===== src/logic/dispatch_pkg.sv =====
package dispatch_pkg;

    // register file sizes
    localparam int S_NREGS = 32;
    localparam int M_NREGS = 16;

    typedef logic [31:0] instr_t;
    typedef logic [4:0]  s_reg_t;
    typedef logic [3:0]  m_reg_t;
    typedef logic [15:0] imm_t;
    typedef logic [6:0]  opcode_t;
    typedef logic [2:0]  fu_t;
    typedef logic [3:0]  aluop_t;

    // [1] source pending, [0] producer is a load
    typedef logic [1:0]  src_tag_t;

    // instruction word layout
    //   opcode       [6:0]
    //   scalar rd    [11:7]   rs1 [19:15]   rs2 [24:20]
    //   matrix rd    [31:28]  rs1 [27:24]   rs2 [23:20]   rs3 [19:16]
    //   immediate    [15:0]
    //   alu op       {[30], [14:12]}

    localparam opcode_t OP_ALU    = 7'b0110011; // scalar write
    localparam opcode_t OP_LOAD   = 7'b0000011; // scalar write, load tag
    localparam opcode_t OP_STORE  = 7'b0100011;
    localparam opcode_t OP_BRANCH = 7'b1100011;
    localparam opcode_t OP_MLOAD  = 7'b0000111; // matrix write, scalar base in rs1
    localparam opcode_t OP_MSTORE = 7'b0100111;
    localparam opcode_t OP_GEMM   = 7'b1110111; // matrix write, three matrix sources

    // functional unit codes
    localparam fu_t FU_NONE   = 3'd0;
    localparam fu_t FU_ALU    = 3'd1;
    localparam fu_t FU_LDST   = 3'd2;
    localparam fu_t FU_BRANCH = 3'd3;
    localparam fu_t FU_LDST_M = 3'd4;
    localparam fu_t FU_GEMM   = 3'd5;

endpackage


===== src/logic/dispatch.sv =====
`timescale 1ns/1ps

module dispatch import dispatch_pkg::*; (
    input  logic     CLK,
    input  logic     nRST,
    input  instr_t   instr,
    input  logic     ihit,
    input  logic     freeze,
    input  logic     flush,
    input  logic     busy_alu,
    input  logic     busy_ldst,
    input  logic     busy_branch,
    input  logic     busy_ldst_m,
    input  logic     busy_gemm,
    input  logic     wb_s_en,
    input  s_reg_t   wb_s_sel,
    input  logic     wb_m_en,
    input  m_reg_t   wb_m_sel,
    output logic     stall,
    output logic     out_valid,
    output fu_t      out_fu,
    output aluop_t   out_alu_op,
    output imm_t     out_imm,
    output logic [4:0] out_rd,
    output logic [4:0] out_rs1,
    output logic [4:0] out_rs2,
    output logic [4:0] out_rs3,
    output src_tag_t out_t1,
    output src_tag_t out_t2,
    output src_tag_t out_t3,
    output logic     out_m_dest
);

    fu_t    fu;
    s_reg_t s_rd, s_rs1, s_rs2;
    m_reg_t m_rd, m_rs1, m_rs2, m_rs3;
    imm_t   imm;
    aluop_t alu_op;
    logic   s_write, m_write, is_load;

    logic [S_NREGS-1:0] s_pend, s_tag;
    logic [M_NREGS-1:0] m_pend, m_tag;

    logic fu_busy, waw, hazard, accept;

    logic [4:0] n_rd, n_rs1, n_rs2, n_rs3;
    src_tag_t   n_t1, n_t2, n_t3;

    // stale load bit is hidden once the entry clears
    function automatic src_tag_t mk_tag(input logic p, input logic t);
        return p ? {1'b1, t} : 2'b00;
    endfunction

    instr_decoder i_dec (
        .instr  (instr),
        .fu     (fu),
        .s_rd   (s_rd),
        .s_rs1  (s_rs1),
        .s_rs2  (s_rs2),
        .m_rd   (m_rd),
        .m_rs1  (m_rs1),
        .m_rs2  (m_rs2),
        .m_rs3  (m_rs3),
        .imm    (imm),
        .alu_op (alu_op),
        .s_write(s_write),
        .m_write(m_write),
        .is_load(is_load)
    );

    reg_status_table #(.NREGS(S_NREGS)) s_rst (
        .CLK     (CLK),
        .nRST    (nRST),
        .di_write(accept & s_write),
        .di_sel  (s_rd),
        .di_tag  (is_load),
        .wb_write(wb_s_en),
        .wb_sel  (wb_s_sel),
        .pending (s_pend),
        .tag     (s_tag)
    );

    reg_status_table #(.NREGS(M_NREGS)) m_rst (
        .CLK     (CLK),
        .nRST    (nRST),
        .di_write(accept & m_write),
        .di_sel  (m_rd),
        .di_tag  (is_load),
        .wb_write(wb_m_en),
        .wb_sel  (wb_m_sel),
        .pending (m_pend),
        .tag     (m_tag)
    );

    always_comb begin
        case (fu)
            FU_ALU:    fu_busy = busy_alu;
            FU_LDST:   fu_busy = busy_ldst;
            FU_BRANCH: fu_busy = busy_branch;
            FU_LDST_M: fu_busy = busy_ldst_m;
            FU_GEMM:   fu_busy = busy_gemm;
            default:   fu_busy = 1'b0;
        endcase
    end

    assign waw    = (s_write & s_pend[s_rd]) | (m_write & m_pend[m_rd]);
    assign hazard = fu_busy | waw;
    assign stall  = ihit & hazard;
    assign accept = ihit & ~flush & ~freeze & ~hazard & (fu != FU_NONE);

    // source fields and tags, read before this edge's table updates
    always_comb begin
        n_rd  = {1'b0, m_rd};
        n_rs1 = '0;
        n_rs2 = '0;
        n_rs3 = '0;
        n_t1  = '0;
        n_t2  = '0;
        n_t3  = '0;
        case (fu)
            FU_LDST_M: begin // scalar base only
                n_rs1 = s_rs1;
                n_t1  = mk_tag(s_pend[s_rs1], s_tag[s_rs1]);
            end
            FU_GEMM: begin
                n_rs1 = {1'b0, m_rs1};
                n_rs2 = {1'b0, m_rs2};
                n_rs3 = {1'b0, m_rs3};
                n_t1  = mk_tag(m_pend[m_rs1], m_tag[m_rs1]);
                n_t2  = mk_tag(m_pend[m_rs2], m_tag[m_rs2]);
                n_t3  = mk_tag(m_pend[m_rs3], m_tag[m_rs3]);
            end
            default: begin
                n_rd  = s_rd;
                n_rs1 = s_rs1;
                n_rs2 = s_rs2;
                n_t1  = mk_tag(s_pend[s_rs1], s_tag[s_rs1]);
                n_t2  = mk_tag(s_pend[s_rs2], s_tag[s_rs2]);
            end
        endcase
    end

    always_ff @(posedge CLK, negedge nRST) begin
        if (!nRST) begin
            out_valid  <= 1'b0;
            out_fu     <= FU_NONE;
            out_alu_op <= '0;
            out_imm    <= '0;
            out_rd     <= '0;
            out_rs1    <= '0;
            out_rs2    <= '0;
            out_rs3    <= '0;
            out_t1     <= '0;
            out_t2     <= '0;
            out_t3     <= '0;
            out_m_dest <= 1'b0;
        end else if (flush) begin
            out_valid  <= 1'b0;
            out_fu     <= FU_NONE;
            out_alu_op <= '0;
            out_imm    <= '0;
            out_rd     <= '0;
            out_rs1    <= '0;
            out_rs2    <= '0;
            out_rs3    <= '0;
            out_t1     <= '0;
            out_t2     <= '0;
            out_t3     <= '0;
            out_m_dest <= 1'b0;
        end else if (accept) begin
            out_valid  <= 1'b1;
            out_fu     <= fu;
            out_alu_op <= alu_op;
            out_imm    <= imm;
            out_rd     <= n_rd;
            out_rs1    <= n_rs1;
            out_rs2    <= n_rs2;
            out_rs3    <= n_rs3;
            out_t1     <= n_t1;
            out_t2     <= n_t2;
            out_t3     <= n_t3;
            out_m_dest <= (fu == FU_LDST_M) | (fu == FU_GEMM);
        end else begin
            out_valid  <= 1'b0; // freeze, hazard or idle, fields hold
        end
    end

endmodule


===== src/logic/dispatch_top.sv =====
`timescale 1ns/1ps

module dispatch_top import dispatch_pkg::*; (
    input  logic     CLK,
    input  logic     nRST,
    input  instr_t   instr,
    input  logic     ihit,
    input  logic     freeze,
    input  logic     flush,
    input  logic     busy_alu,
    input  logic     busy_ldst,
    input  logic     busy_branch,
    input  logic     busy_ldst_m,
    input  logic     busy_gemm,
    input  logic     wb_s_en,
    input  s_reg_t   wb_s_sel,
    input  logic     wb_m_en,
    input  m_reg_t   wb_m_sel,
    output logic     stall,
    output logic     out_valid,
    output fu_t      out_fu,
    output aluop_t   out_alu_op,
    output imm_t     out_imm,
    output logic [4:0] out_rd,
    output logic [4:0] out_rs1,
    output logic [4:0] out_rs2,
    output logic [4:0] out_rs3,
    output src_tag_t out_t1,
    output src_tag_t out_t2,
    output src_tag_t out_t3,
    output logic     out_m_dest
);

    // port names match one to one
    dispatch i_dispatch (.*);

endmodule


===== src/logic/instr_decoder.sv =====
`timescale 1ns/1ps

module instr_decoder import dispatch_pkg::*; (
    input  instr_t instr,
    output fu_t    fu,
    output s_reg_t s_rd,
    output s_reg_t s_rs1,
    output s_reg_t s_rs2,
    output m_reg_t m_rd,
    output m_reg_t m_rs1,
    output m_reg_t m_rs2,
    output m_reg_t m_rs3,
    output imm_t   imm,
    output aluop_t alu_op,
    output logic   s_write,
    output logic   m_write,
    output logic   is_load
);

    opcode_t op;

    assign op = instr[6:0];

    // field slicing is unconditional, unit logic picks what it needs
    assign s_rd   = instr[11:7];
    assign s_rs1  = instr[19:15];
    assign s_rs2  = instr[24:20];
    assign m_rd   = instr[31:28];
    assign m_rs1  = instr[27:24];
    assign m_rs2  = instr[23:20];
    assign m_rs3  = instr[19:16];
    assign imm    = instr[15:0];
    assign alu_op = {instr[30], instr[14:12]};

    always_comb begin
        fu      = FU_NONE;
        s_write = 1'b0;
        m_write = 1'b0;
        is_load = 1'b0;
        case (op)
            OP_ALU: begin
                fu      = FU_ALU;
                s_write = 1'b1;
            end
            OP_LOAD: begin
                fu      = FU_LDST;
                s_write = 1'b1;
                is_load = 1'b1;
            end
            OP_STORE:  fu = FU_LDST;
            OP_BRANCH: fu = FU_BRANCH;
            OP_MLOAD: begin
                fu      = FU_LDST_M;
                m_write = 1'b1;
                is_load = 1'b1;
            end
            OP_MSTORE: fu = FU_LDST_M;
            OP_GEMM: begin
                fu      = FU_GEMM;
                m_write = 1'b1;
            end
            default:   fu = FU_NONE; // illegal, never dispatched
        endcase
    end

endmodule


===== src/logic/reg_status_table.sv =====
`timescale 1ns/1ps

module reg_status_table import dispatch_pkg::*; #(
    parameter int NREGS = S_NREGS
) (
    input  logic                     CLK,
    input  logic                     nRST,
    input  logic                     di_write,
    input  logic [$clog2(NREGS)-1:0] di_sel,
    input  logic                     di_tag,
    input  logic                     wb_write,
    input  logic [$clog2(NREGS)-1:0] wb_sel,
    output logic [NREGS-1:0]         pending,
    output logic [NREGS-1:0]         tag
);

    always_ff @(posedge CLK, negedge nRST) begin
        if (!nRST) begin
            pending <= '0;
            tag     <= '0;
        end else begin
            if (wb_write) begin
                pending[wb_sel] <= 1'b0;
            end
            // dispatch after writeback so a same-entry collision stays pending
            if (di_write) begin
                pending[di_sel] <= 1'b1;
                tag[di_sel]     <= di_tag;
            end
        end
    end

endmodule


===== config.mk =====
export PLATFORM = sky130hd
export DESIGN_NAME = dispatch_top
export DESIGN_NICKNAME = d
export VERILOG_FILES = /design/src/logic/dispatch_pkg.sv /design/src/logic/dispatch.sv /design/src/logic/dispatch_top.sv /design/src/logic/instr_decoder.sv /design/src/logic/reg_status_table.sv
export SDC_FILE = /design/constraint.sdc
export NUM_CORES = 1
export LEC_CHECK = 0
export BUFFER_PORTS_ARGS = -buffer_cell sky130_fd_sc_hd__buf_2
export CORE_ASPECT_RATIO = 1.25
export CORE_MARGIN = 2
export CORE_UTILIZATION = 60
export CTS_CLUSTER_DIAMETER = 50
export DETAILED_ROUTE_END_ITERATION = 10
export PLACE_DENSITY = 0.86
export SYNTH_ARGS = -nofsm -noshare
export SYNTH_HDL_FRONTEND = slang
export SYNTH_SLANG_ARGS = --single-unit

===== constraint.sdc =====
create_clock -name CLK -period 3.7 [get_ports CLK]
set_clock_uncertainty 0.2 [all_clocks]
set_input_delay 0.74 -clock CLK [delete_from_list [all_inputs] [get_ports CLK]]
set_output_delay 0.74 -clock CLK [all_outputs]
set_load 0.03 [all_outputs]

Yosys cells after proc, flatten, opt, wreduce, memory -nomap -nowiden
Cells that the tools add are included.

storage, ports and cells
  flip-flop bits (word level) = 147
  input bits = 53
  output and inout bits = 52
  logic and storage cells = 153

operators by class
  order comparisons = 13
  eq/ne operators = 12
  mux-type cells = 79
  bitwise operators = 21
  reductions and logical operators = 12

operators by type and width
  cell                count
  $mux 16             4
  $mux 32             2
  $mux 5              10
  $and 32x32->32      1
  $bwmux 32           1
  $not 32->32         1
  $or 32x32->32       1
  $bmux 1 s4          7
  $mux 2              13
  $bmux 1 s5          5
  $lt 4x5->1 const B  5
  $lt 5x6->1 const B  4
  $mux 1              23
  $eq 7x6->1 const B  3
  $and 16x16->16      1
  $bwmux 16           1
  $not 16->16         1
  $or 16x16->16       1
  $pmux 3 s5          1
  $eq 7x7->1 const B  2
  $mux 4              3
  $reduce_or 2->1     6
  $demux 1 s5         2
  $ge 5x1->1 const B  2
  17 further kinds    37

Depth between registers and ports, before layout
Gate-level depths: netlist (run 1).

  word-level depth = 11
  gate-level depth with buffers = 10
  depth with buffers taken out = 6

By module
From an unflattened synthesis (run 1), not the netlist that was laid out.

unflattened totals
  cells, all modules = 766
  area, all modules = 9127.5 µm²

by module, submodules not included
  module                                instances  cells each  area an instance (µm²)  sequential area each (µm²)
  dispatch                              1          353         4601.9                  1251.2
  reg_status_table at i_dispatch.s_rst  1          226         2648.8                  1601.5
  reg_status_table at i_dispatch.m_rst  1          120         1365.1                  800.8
  instr_decoder                         1          67          511.7                   0.0

Worst setup path before layout (run 1)
OpenSTA, ideal clock, no wires.

  kind = input to output
  start point = input port instr[5]
  end point = output port stall
  data arrival time = 2919 ps
  data required time = 2760 ps
  path slack = -159 ps
  stages = 9
  buffers on the path = 4
  cell sequence = buf_2 > xor2_1 > or4_1 > clkbuf_1 > a211o_1 > and4_1 > buf_6 > buf_2 > a31oi_1

on the way
  word-level cells in the longest chain between the ends = 7
  elaborated cells on any way between the ends = 25
  those cells by class = eq/ne: 12; mux: 4; bitwise: 5; reduce/logical: 4

ends and longest elaborated chain
  element                                   RTL line                         text
  from (decl)                               dispatch_top.sv:6                input instr_t instr,
  $eq 7x6->1, or another cell as far along  instr_decoder.sv:40              case (op)
  $reduce_or 2->1 (no source line)          n/a
  $pmux 3 s5 or $mux 1 (tied branches)      instr_decoder.sv:40
  $eq 3x3->1, or another cell as far along  dispatch.sv:96                   case (fu)
  $pmux 1 s5 or $or 1x1->1 (tied branches)  dispatch.sv:96, dispatch.sv:106
  $or 1x1->1 *                              dispatch.sv:107                  assign hazard = fu_busy | waw;
  $and 1x1->1 *                             dispatch.sv:108                  assign stall = ihit & hazard;
  to (decl)                                 dispatch_top.sv:19               output logic stall,

Mark *: on every way between the ends. The rest lies on a longest branch, timed or not.

Worst setup path in the final report (run 1)
  start point = input port instr[28]
  end point = output port stall

on the way
  word-level cells in the longest chain between the ends = 6

ends and longest elaborated chain
  element                       RTL line         text
  $bmux 1 s4                    dispatch.sv:106  assign waw = (s_write & s_pend[s_rd]) | (m_write & m_pend[m_rd]);
  $mux 1 (not written as such)  dispatch.sv:106
  $and 1x1->1                   dispatch.sv:106
  $or 1x1->1                    dispatch.sv:106
  $or 1x1->1                    dispatch.sv:107
  $and 1x1->1                   dispatch.sv:108

No other way between the ends. The select of a mux whose other input is x is not followed.

==> results of run 1 <==
## through the flow
stage	utilization, %	hold WS (ps)
3_3_place_gp	65.8	257
3_5_place_dp	65.8	260
6_report	69.7	125
2_1_floorplan	-	244
4_1_cts	69.7	168
5_1_grt	69.7	192
## worst max-delay path, cell delays in order
cell and delay, ps:
buf_2 250, mux4_1 600, a22o_1 260, o21ai_4 250, and4_1 270, a31oi_2 90
buf_2 180
## flip-flops by register name, indices dropped and copies added (netlist names)
| register | cells |
|---|---|
| i_dispatch.s_rst.tag | 32 |
| i_dispatch.out_fu | 3 |
| i_dispatch.out_m_dest | 1 |
| i_dispatch.out_t3 | 2 |
| i_dispatch.out_imm | 16 |
| i_dispatch.s_rst.pending | 32 |
| i_dispatch.out_t1 | 2 |
| i_dispatch.out_rs3 | 4 |
| i_dispatch.out_rs1 | 5 |
| i_dispatch.m_rst.tag | 16 |
| i_dispatch.out_valid | 1 |
| i_dispatch.out_t2 | 2 |
| i_dispatch.out_rs2 | 5 |
| i_dispatch.out_rd | 5 |
| i_dispatch.out_alu_op | 1 |
| i_dispatch.m_rst.pending | 16 |
## final cells by class
cell class | instances | area [um^2] | share of cell area [%]
flip-flops and latches | 143 | 3580 | 34.1
clock inverters | 10 | 111 | 1.06
well taps | 208 | 260 | 2.48
repair buffers | 132 | 790 | 7.52
multi-input cells | 579 | 5280 | 50.3
clock buffers | 21 | 470 | 4.48
inverters | 3 | 11.3 | 0.107
## final timing paths
path                                             start                            to  cells after the start
setup / recovery                             instr[28]                         stall                      7
hold / removal                                    nRST         i_dispatch.out_rs3[1]                      1
setup reg to reg           i_dispatch.m_rst.pending[1]      i_dispatch.s_rst.tag[21]                      7
hold reg to reg                   i_dispatch.out_t1[1]          i_dispatch.out_t1[1]                      1
max in group asynchronous                         nRST  i_dispatch.s_rst.pending[28]                      2
min in group CLK                  i_dispatch.out_t1[1]          i_dispatch.out_t1[1]                      1
## logic make-up after synthesis
group,after synthesis,synth area share (%)
and+or+nand+nor,219,15.7
AOI/OAI and AO/OA,204,13.2
muxes,154,27.4
DFF,143,38.4
buffers and inverters,86,5.19
xor gates and xnor gates,1,0.0939
other,1,0.0402
## where the power goes
group	total [W]	switching, W	internal (W)	leakage [nW]
combinational	0.000309	0.000211	0.0000984	2.14
clock	0.00169	0.000653	0.00104	0.281
sequential	0.00157	0.00000148	0.00157	2.00
total	0.00357	0.000866	0.00270	4.42
## metal layers
layer  wire (um)  global-route usage, %  vias to the layer above
li1            -                      -                     3251
met1        9210                   40.2                     3815
met2       12700                   51.6                      531
met3        2410                   6.66                      104
met4        1370                   18.5                        0
met5           0                      0                        -
## synthesized netlist by cell type, drive strengths merged (2+ instances only)
library cell / n / area, um^2
a211o: 2 / 17.5
a21bo: 3 / 30.0
a21o: 6 / 45.0
a21oi: 14 / 77.6
a22o: 7 / 61.3
a22oi: 2 / 15.0
and2: 5 / 31.3
and3: 2 / 12.5
and3b: 3 / 26.3
and4: 3 / 26.3
buf: 48 / 334
clkbuf: 35 / 139
dfrtp: 143 / 3580
inv: 3 / 11.3
mux2: 66 / 751
mux2i: 15 / 150
mux4: 73 / 1650
nand2: 26 / 105
nand2b: 9 / 56.3
nand3: 63 / 315
nand3b: 10 / 87.6
nand4: 6 / 52.6
nor2: 13 / 48.8
nor2b: 10 / 62.6
nor3: 51 / 495
nor3b: 4 / 35.0
nor4: 3 / 31.3
o2111a: 2 / 23.8
o211ai: 23 / 183
o21ai: 137 / 697
o22a: 2 / 17.5
or2: 3 / 18.8
or3: 2 / 12.5
or3b: 4 / 35.0
==> impl_metrics.ini, run 1 <==
[worst_hold_path]
hp-class = input port to async pin

[setup_path]
crit_type = input port to output pin
critPathMaxFanout = 12
critPathRequiredTime_ps = 2760
worst-r2r-setup-slack_ps = 730
cp-start-kind = input port
cp-end-kind = output pin
cp.arrival_ps = 2650

[timing]
fmax_mhz = 279
max_slew_margin_pct = 39.9
setup_ws_ps = 110
setup_violations = 0
worst_pin_slew_ps = 901
setup_tns_ps = 0
hold_viol = 0
rsz0062_at_grt = no
finalCritPeriodShare_pct = 97.0
slew_violations = 0
finalCriticalPeriod_ps = 3590

[cts]
cts_root_buf = clkbuf_16
cts_tree = done
clock_sinks = 143
cts_buffer_depth = 2
htreeDepth = 4
numCtsBuffers = 17
clock_latency_ps = 420
clk_pin_slew_ps = 60
postCtsSetupBuffers = 0
hold_buffers = 0
ctsResizeCount = 0

[placed_design]
post_dp_cell_area_mm2 = 0.00992
placed_cells = 1065
gp_congestion = 0.962
pre_cts_ws_ps = 188
dp_hpwl_um = 18100
portBuffers = 103

[global_routing]
grt_usage_pct = 32.1
grt_max_degree = 79
grt_pass1_vias = 7565
antenna_found_initial = 0
overflow = 0
grt_pass1_wl_um = 40700

[die]
fp.dieW_um = 116
rows = 50
core_mm2 = 0.0151
fp.dieH_um = 143
dieArea_mm2 = 0.0166
io_pins = 105
start_util_pct = 61.9

[layout]
stdcell_area_mm2 = 0.0105
final_nets = 929
final_cell_mix = 143 x dfrtp_1, 116 x o21ai_0, 102 x buf_2
final_cells = 1096
area_delta_synth_final_pct = 12.6
final_common_cell = dfrtp_1
diodes = 0
drive_above_1_share_pct = 40.1
fillCellCount = 1018

[power]
p_total_w = 0.00357
cellPowerDensity_mw_per_mm2 = 340
peakVddDrop_mv = 0.333
p_leak_nw = 4.42

[logic_synthesis]
syn_nets = 861
synth_cells = 808
synth_edf_count = 0
async_flop_share_pct = 100
ys_ff_latch = 143
syn_area_mm2 = 0.00933
ys.flop_type = dfrtp_1
syn-mean-instance-area_um2 = 11.5
yosysUniqueCellTypes = 64
yosysSeqAreaShare_pct = 38.4
yosysWarnings = 0

[routing]
detail-route-antenna-nets = 0
drtIter0Drc = 1094
wl_per_cell_um = 23.4
vias_per_cell = 7.03
via_count = 7701
routed_wl_um = 25700
firstDrtPassIters = 6
drc = 0

[status]
outcome = finished clean

[job]
cap_violations = 0
(Power assumes the default switching activity.)
==> inputs of run 2 (changes only) <==
ABC_AREA = 1   (was default)
PLACE_DENSITY = 0.87   (was 0.86)
==> run 2 against run 1 <==
Clock power is 3% lower. First-iteration DRC count is 15% higher. Utilization is 1.1 points lower. Via count is 29% higher. Final cell count is 47% higher. Flip-flop and latch count stayed put. Sequential share of layout area is 0.96 points higher. Global-route usage is 5.9 points higher. Worst setup slack better by 170 ps. Critical path type unchanged.
==> impl_metrics.ini, run 2 <==
[status]
outcome = finished clean

[logic_synthesis]
syn_area_mm2 = 0.00909
synth_commonest_cells = 445 x nand2_1, 197 x nand3_1, 143 x dfrtp_1
yosysSeqAreaShare_pct = 39.4
syn-mean-instance-area_um2 = 6.74
ys_top_cells_by_area = dfrtp_1 39%, nand2_1 18%, nand3_1 11%
synth_cells = 1349
synth_edf_count = 0
yosysTopAreaCellShare_pct = 39.4
ys.flop_type = dfrtp_1
yosysUniqueCellTypes = 35
yosysWarnings = 0
ys_ff_latch = 143
yosysMostFrequentCell = nand2_1
syn_nets = 1402
synth_top_area_cell = dfrtp_1
async_flop_share_pct = 100

[layout]
reg_top3 = i_dispatch.s_rst.pending x32, i_dispatch.s_rst.tag x32
final_cells = 1608
seqCellArea_mm2 = 0.00358
final_cell_mix = 445 x nand2_1, 197 x nand3_1, 143 x dfrtp_1
diodes = 0
multiInputGateArea_mm2 = 0.00471
area_delta_synth_final_pct = 12.4
final_nets = 1466
final_common_cell = nand2_1
drive_above_1_share_pct = 13.2
fillCellCount = 1315

[timing]
setup_tns_ps = 0
hold_viol = 0
slew_violations = 0
fmax_mhz = 292
holdWs_ps = 76.9
rsz0062_at_grt = no
max_slew_margin_pct = 45.3
finalCriticalPeriod_ps = 3420
setup_violations = 0
worst_pin_slew_ps = 819
finalCritPeriodShare_pct = 92.5

[setup_path]
r2r.worst_path.cells = 13
cp_top_family = simple AND/OR/NAND/NOR gates
critPathMaxFanout = 12
critPathRequiredTime_ps = 2760
slowest_stage = inv_1
crit_type = input port to output pin
cp-end-kind = output pin
crit_end = stall
cp_num_cells = 13
critPathMaxStageDelay_ps = 280
cp.arrival_ps = 2480
crit_buf_inv = 4
cp-start-kind = input port
crit_start = instr[8]
r2r_start = i_dispatch.m_rst.pending[8]
r2r-end = i_dispatch.s_rst.tag[1]
crit_path_cell_trace = buf_2 -> inv_1 -> nand2_1 -> nand2_1 -> nand2_1 -> nand2_1 -> nor2_1 -> nand2_1 -> nand2_2 -> nand3_2 -> nand2_1 -> inv_1 -> buf_2
worst-r2r-setup-slack_ps = 1120
cpMostUsedCell = nand2_1

[global_routing]
grt_pass1_vias = 9284
grt_max_degree = 85
grt_pass1_wl_um = 48000
grt_usage_pct = 38.0
antenna_found_initial = 0
overflow = 0

[cts]
cts_root_buf = clkbuf_16
cts_tree = done
postCtsSetupBuffers = 0
clk_pin_slew_ps = 70
clock_latency_ps = 440
hold_buffers = 0
ctsResizeCount = 0
clock_sinks = 143
htreeDepth = 4
cts_buffer_depth = 2
numCtsBuffers = 17

[power]
peakVddDrop_mv = 0.331
cellPowerDensity_mw_per_mm2 = 358
p_leak_nw = 5.39

[placed_design]
placed_cells = 1576
portBuffers = 103
dp_hpwl_um = 20600
gp_congestion = 1.01

[routing]
detail-route-antenna-nets = 0
vias_per_cell = 6.17
via_count = 9922
drtIter0Drc = 1262
firstDrtPassIters = 6
wl_per_cell_um = 18.4
drc = 0
routed_wl_um = 29600

[die]
dieArea_mm2 = 0.0162
core_mm2 = 0.0149
start_util_pct = 61.1
rows = 50
io_pins = 105
fp.dieW_um = 114
fp.dieH_um = 142

[worst_hold_path]
hp-class = input port to async pin

[job]
cap_violations = 0
-- run 2: per-stage QoR --
stage	worst slack [ps]	power, W	cell area [um^2]	util, %
finish	278	0.00366	10200	68.6
global route	195	0.00377	10200	68.6
CTS	382	0.00364	10200	68.6
detailed placement	395	0.00203	9670	64.9
global placement	328	0.00202	9670	64.9
floorplan	869	0.00186	9090	-
-- run 2: final cells by class --
| type | count | share of cell area (%) |
|---|---|---|
| inverter | 114 | 4.19 |
| clock buffer | 17 | 4.16 |
| clock inverter | 15 | 1.24 |
| multi-input combinational | 1012 | 46.1 |
| tap | 182 | 2.23 |
| timing repair buffer | 125 | 7.09 |
| sequential | 143 | 35.0 |
-- run 2: worst reg2reg max path, delay by kind of cell (launching register included) --
family	cells	cell delay, ps
flops	1	390
simple gates	9	1050
compound gates	2	400
buf+inv	2	460
-- run 2: worst min-delay path by stage --
stage	startpoint	endpoint	slack [ps]	cells after the start
2_1_floorplan	nRST	i_dispatch.m_rst.pending[0]	240	0
3_3_place_gp	i_dispatch.out_rs3[0]	i_dispatch.out_rs3[0]	250	2
3_5_place_dp	i_dispatch.out_imm[0]	i_dispatch.out_imm[0]	250	2
4_1_cts	nRST	i_dispatch.s_rst.tag[7]	110	1
5_1_grt	nRST	i_dispatch.s_rst.tag[7]	130	1
6_report	nRST	i_dispatch.s_rst.tag[7]	80	1
-- run 2: report_power, final --
| part | total (W) | switching (W) | internal, W |
|---|---|---|---|
| clock network | 0.00164 | 0.000766 | 0.000878 |
| logic | 0.000436 | 0.000321 | 0.000114 |
| registers | 0.00158 | 0.00000592 | 0.00157 |
| total | 0.00366 | 0.00109 | 0.00256 |
-- run 2: cells by family after synthesis --
family | Yosys count | share of synthesized area (%)
other | 1 | 0.0412
DFF | 143 | 39.4
AOI/OAI and AO/OA | 266 | 16.4
buffers and inverters | 194 | 8.99
and+or+nand+nor | 745 | 35.2
-- run 2: metal layers --
metal / track usage (%) / up-vias / share of wire [%]
li1: - / 4593 / -
met1: 47.3 / 4554 / 37
met2: 61.4 / 626 / 47
met3: 8.20 / 149 / 9.6
met4: 21.3 / 0 / 6.2
met5: 0 / - / 0
==> inputs of run 3 (changes only) <==
RECOVER_POWER = 25   (was default)
==> run 3 against run 2 <==
Global-route usage is the same. Largest power group unchanged. Final cell count is the same. Routed wire length is essentially flat. Utilization is 0.14 points lower. Non-clock buffer count stayed put. The flow now finishes with violations (capacitance limit, slew limit). Critical path type unchanged. Register-to-register slack worse by 20 ps. Fmax fell by 0.49%.
==> impl_metrics.ini, run 3 (synthesis results as in run 2) <==
[die]
fp.dieH_um = 142
fp.dieW_um = 114
io_pins = 105
dieArea_mm2 = 0.0162
core_mm2 = 0.0149
rows = 50
start_util_pct = 61.1

[layout]
drive_above_1_share_pct = 13.2
final_cells = 1608
utilization_pct = 68.5
diodes = 0
final_common_cell = nand2_1
final_nets = 1466
area_delta_synth_final_pct = 12.2
fillCellCount = 1319
reg_top3 = i_dispatch.s_rst.pending x32, i_dispatch.s_rst.tag x32
final_cell_mix = 445 x nand2_1, 197 x nand3_1, 143 x dfrtp_1

[cts]
hold_buffers = 0
ctsResizeCount = 0
numCtsBuffers = 17
clock_latency_ps = 450
cts_buffer_depth = 2
htreeDepth = 4
cts_tree = done
postCtsSetupBuffers = 0
clock_sinks = 143
cts_root_buf = clkbuf_16
clk_pin_slew_ps = 70

[placed_design]
gp_congestion = 1.01
portBuffers = 103
dp_hpwl_um = 20600
pre_cts_ws_ps = 395
placed_cells = 1576

[setup_path]
crit_start = instr[8]
worst-r2r-setup-slack_ps = 1100
r2r_start = i_dispatch.m_rst.pending[8]
r2r.worst_path.cells = 13
critPathRequiredTime_ps = 2760
cp.arrival_ps = 2500
crit_type = input port to output pin
r2r-end = i_dispatch.s_rst.tag[16]
cp-start-kind = input port
crit_end = stall
cp-end-kind = output pin
critPathMaxFanout = 12

[status]
violations = capacitance limit, slew limit
outcome = complete, but fails checks

[timing]
finalCriticalPeriod_ps = 3440
holdWs_ps = 267
fmax_mhz = 291
setup_tns_ps = 0
max_slew_margin_pct = -12.6
rsz0062_at_grt = no
worst_pin_slew_ps = 1690
setup_violations = 0
slew_violations = 66
finalCritPeriodShare_pct = 92.9
hold_viol = 0
setup_ws_ps = 261

[routing]
drc = 0
via_count = 9964
vias_per_cell = 6.20
drtIter0Drc = 1305
routed_wl_um = 29600
wl_per_cell_um = 18.4
firstDrtPassIters = 6
detail-route-antenna-nets = 0

[power]
cellPowerDensity_mw_per_mm2 = 359
peakVddDrop_mv = 0.332
p_leak_nw = 5.38

[job]
cap_violations = 1

[global_routing]
overflow = 0
antenna_found_initial = 0
grt_usage_pct = 38.0
grt_pass1_wl_um = 48000
grt_max_degree = 85
grt_pass1_vias = 9284

[worst_hold_path]
hp-class = flip-flop to flip-flop
-- run 3: layout make-up --
| cell class | count | area, um^2 | area share (%) |
|---|---|---|---|
| repair buffers | 125 | 703 | 6.90 |
| flip-flops and latches | 143 | 3580 | 35.1 |
| clock buffers | 17 | 425 | 4.17 |
| clock inverters | 15 | 126 | 1.24 |
| multi-input cells | 1012 | 4710 | 46.2 |
| well taps | 182 | 228 | 2.23 |
| inverters | 114 | 428 | 4.20 |
-- run 3: worst min path at each step --
stage                          startpoint                           to  slack (ps)  cells after the start
floorplan                            nRST  i_dispatch.m_rst.pending[0]         240                      0
global placement    i_dispatch.out_rs3[0]        i_dispatch.out_rs3[0]         250                      2
detailed placement  i_dispatch.out_imm[0]        i_dispatch.out_imm[0]         250                      2
CTS                                  nRST      i_dispatch.s_rst.tag[7]         110                      1
global route        i_dispatch.out_imm[1]        i_dispatch.out_imm[1]         290                      2
finish              i_dispatch.out_m_dest        i_dispatch.out_m_dest         270                      2
-- run 3: critical path, stage by stage --
cell	delay, ps
buf_2	260
inv_1	280
nand2_1	130
nand2_1	60
nand2_1	110
nand2_1	70
nor2_1	200
nand2_1	100
nand2_2	110
nand3_2	140
nand2_1	100
inv_1	40
buf_2	170
-- run 3: per-layer routing --
layer	track usage [%]	wire [um]
met1	47.3	11000
met2	61.4	14000
met3	8.20	2740
met4	21.3	1860
met5	0	0
-- run 3: power breakdown --
part | internal (W) | total (W) | switching, W
clock | 0.000878 | 0.00165 | 0.000769
combinational | 0.000112 | 0.000433 | 0.000321
sequential | 0.00157 | 0.00158 | 0.00000594
total | 0.00256 | 0.00366 | 0.00110
-- run 3: metrics by stage --
| step | power, W | instance area, um^2 |
|---|---|---|
| 2_1_floorplan | 0.00186 | 9090 |
| 4_1_cts | 0.00364 | 10200 |
| 3_5_place_dp | 0.00203 | 9670 |
| 5_1_grt | 0.00377 | 10200 |
| 3_3_place_gp | 0.00202 | 9670 |
| 6_report | 0.00366 | 10200 |
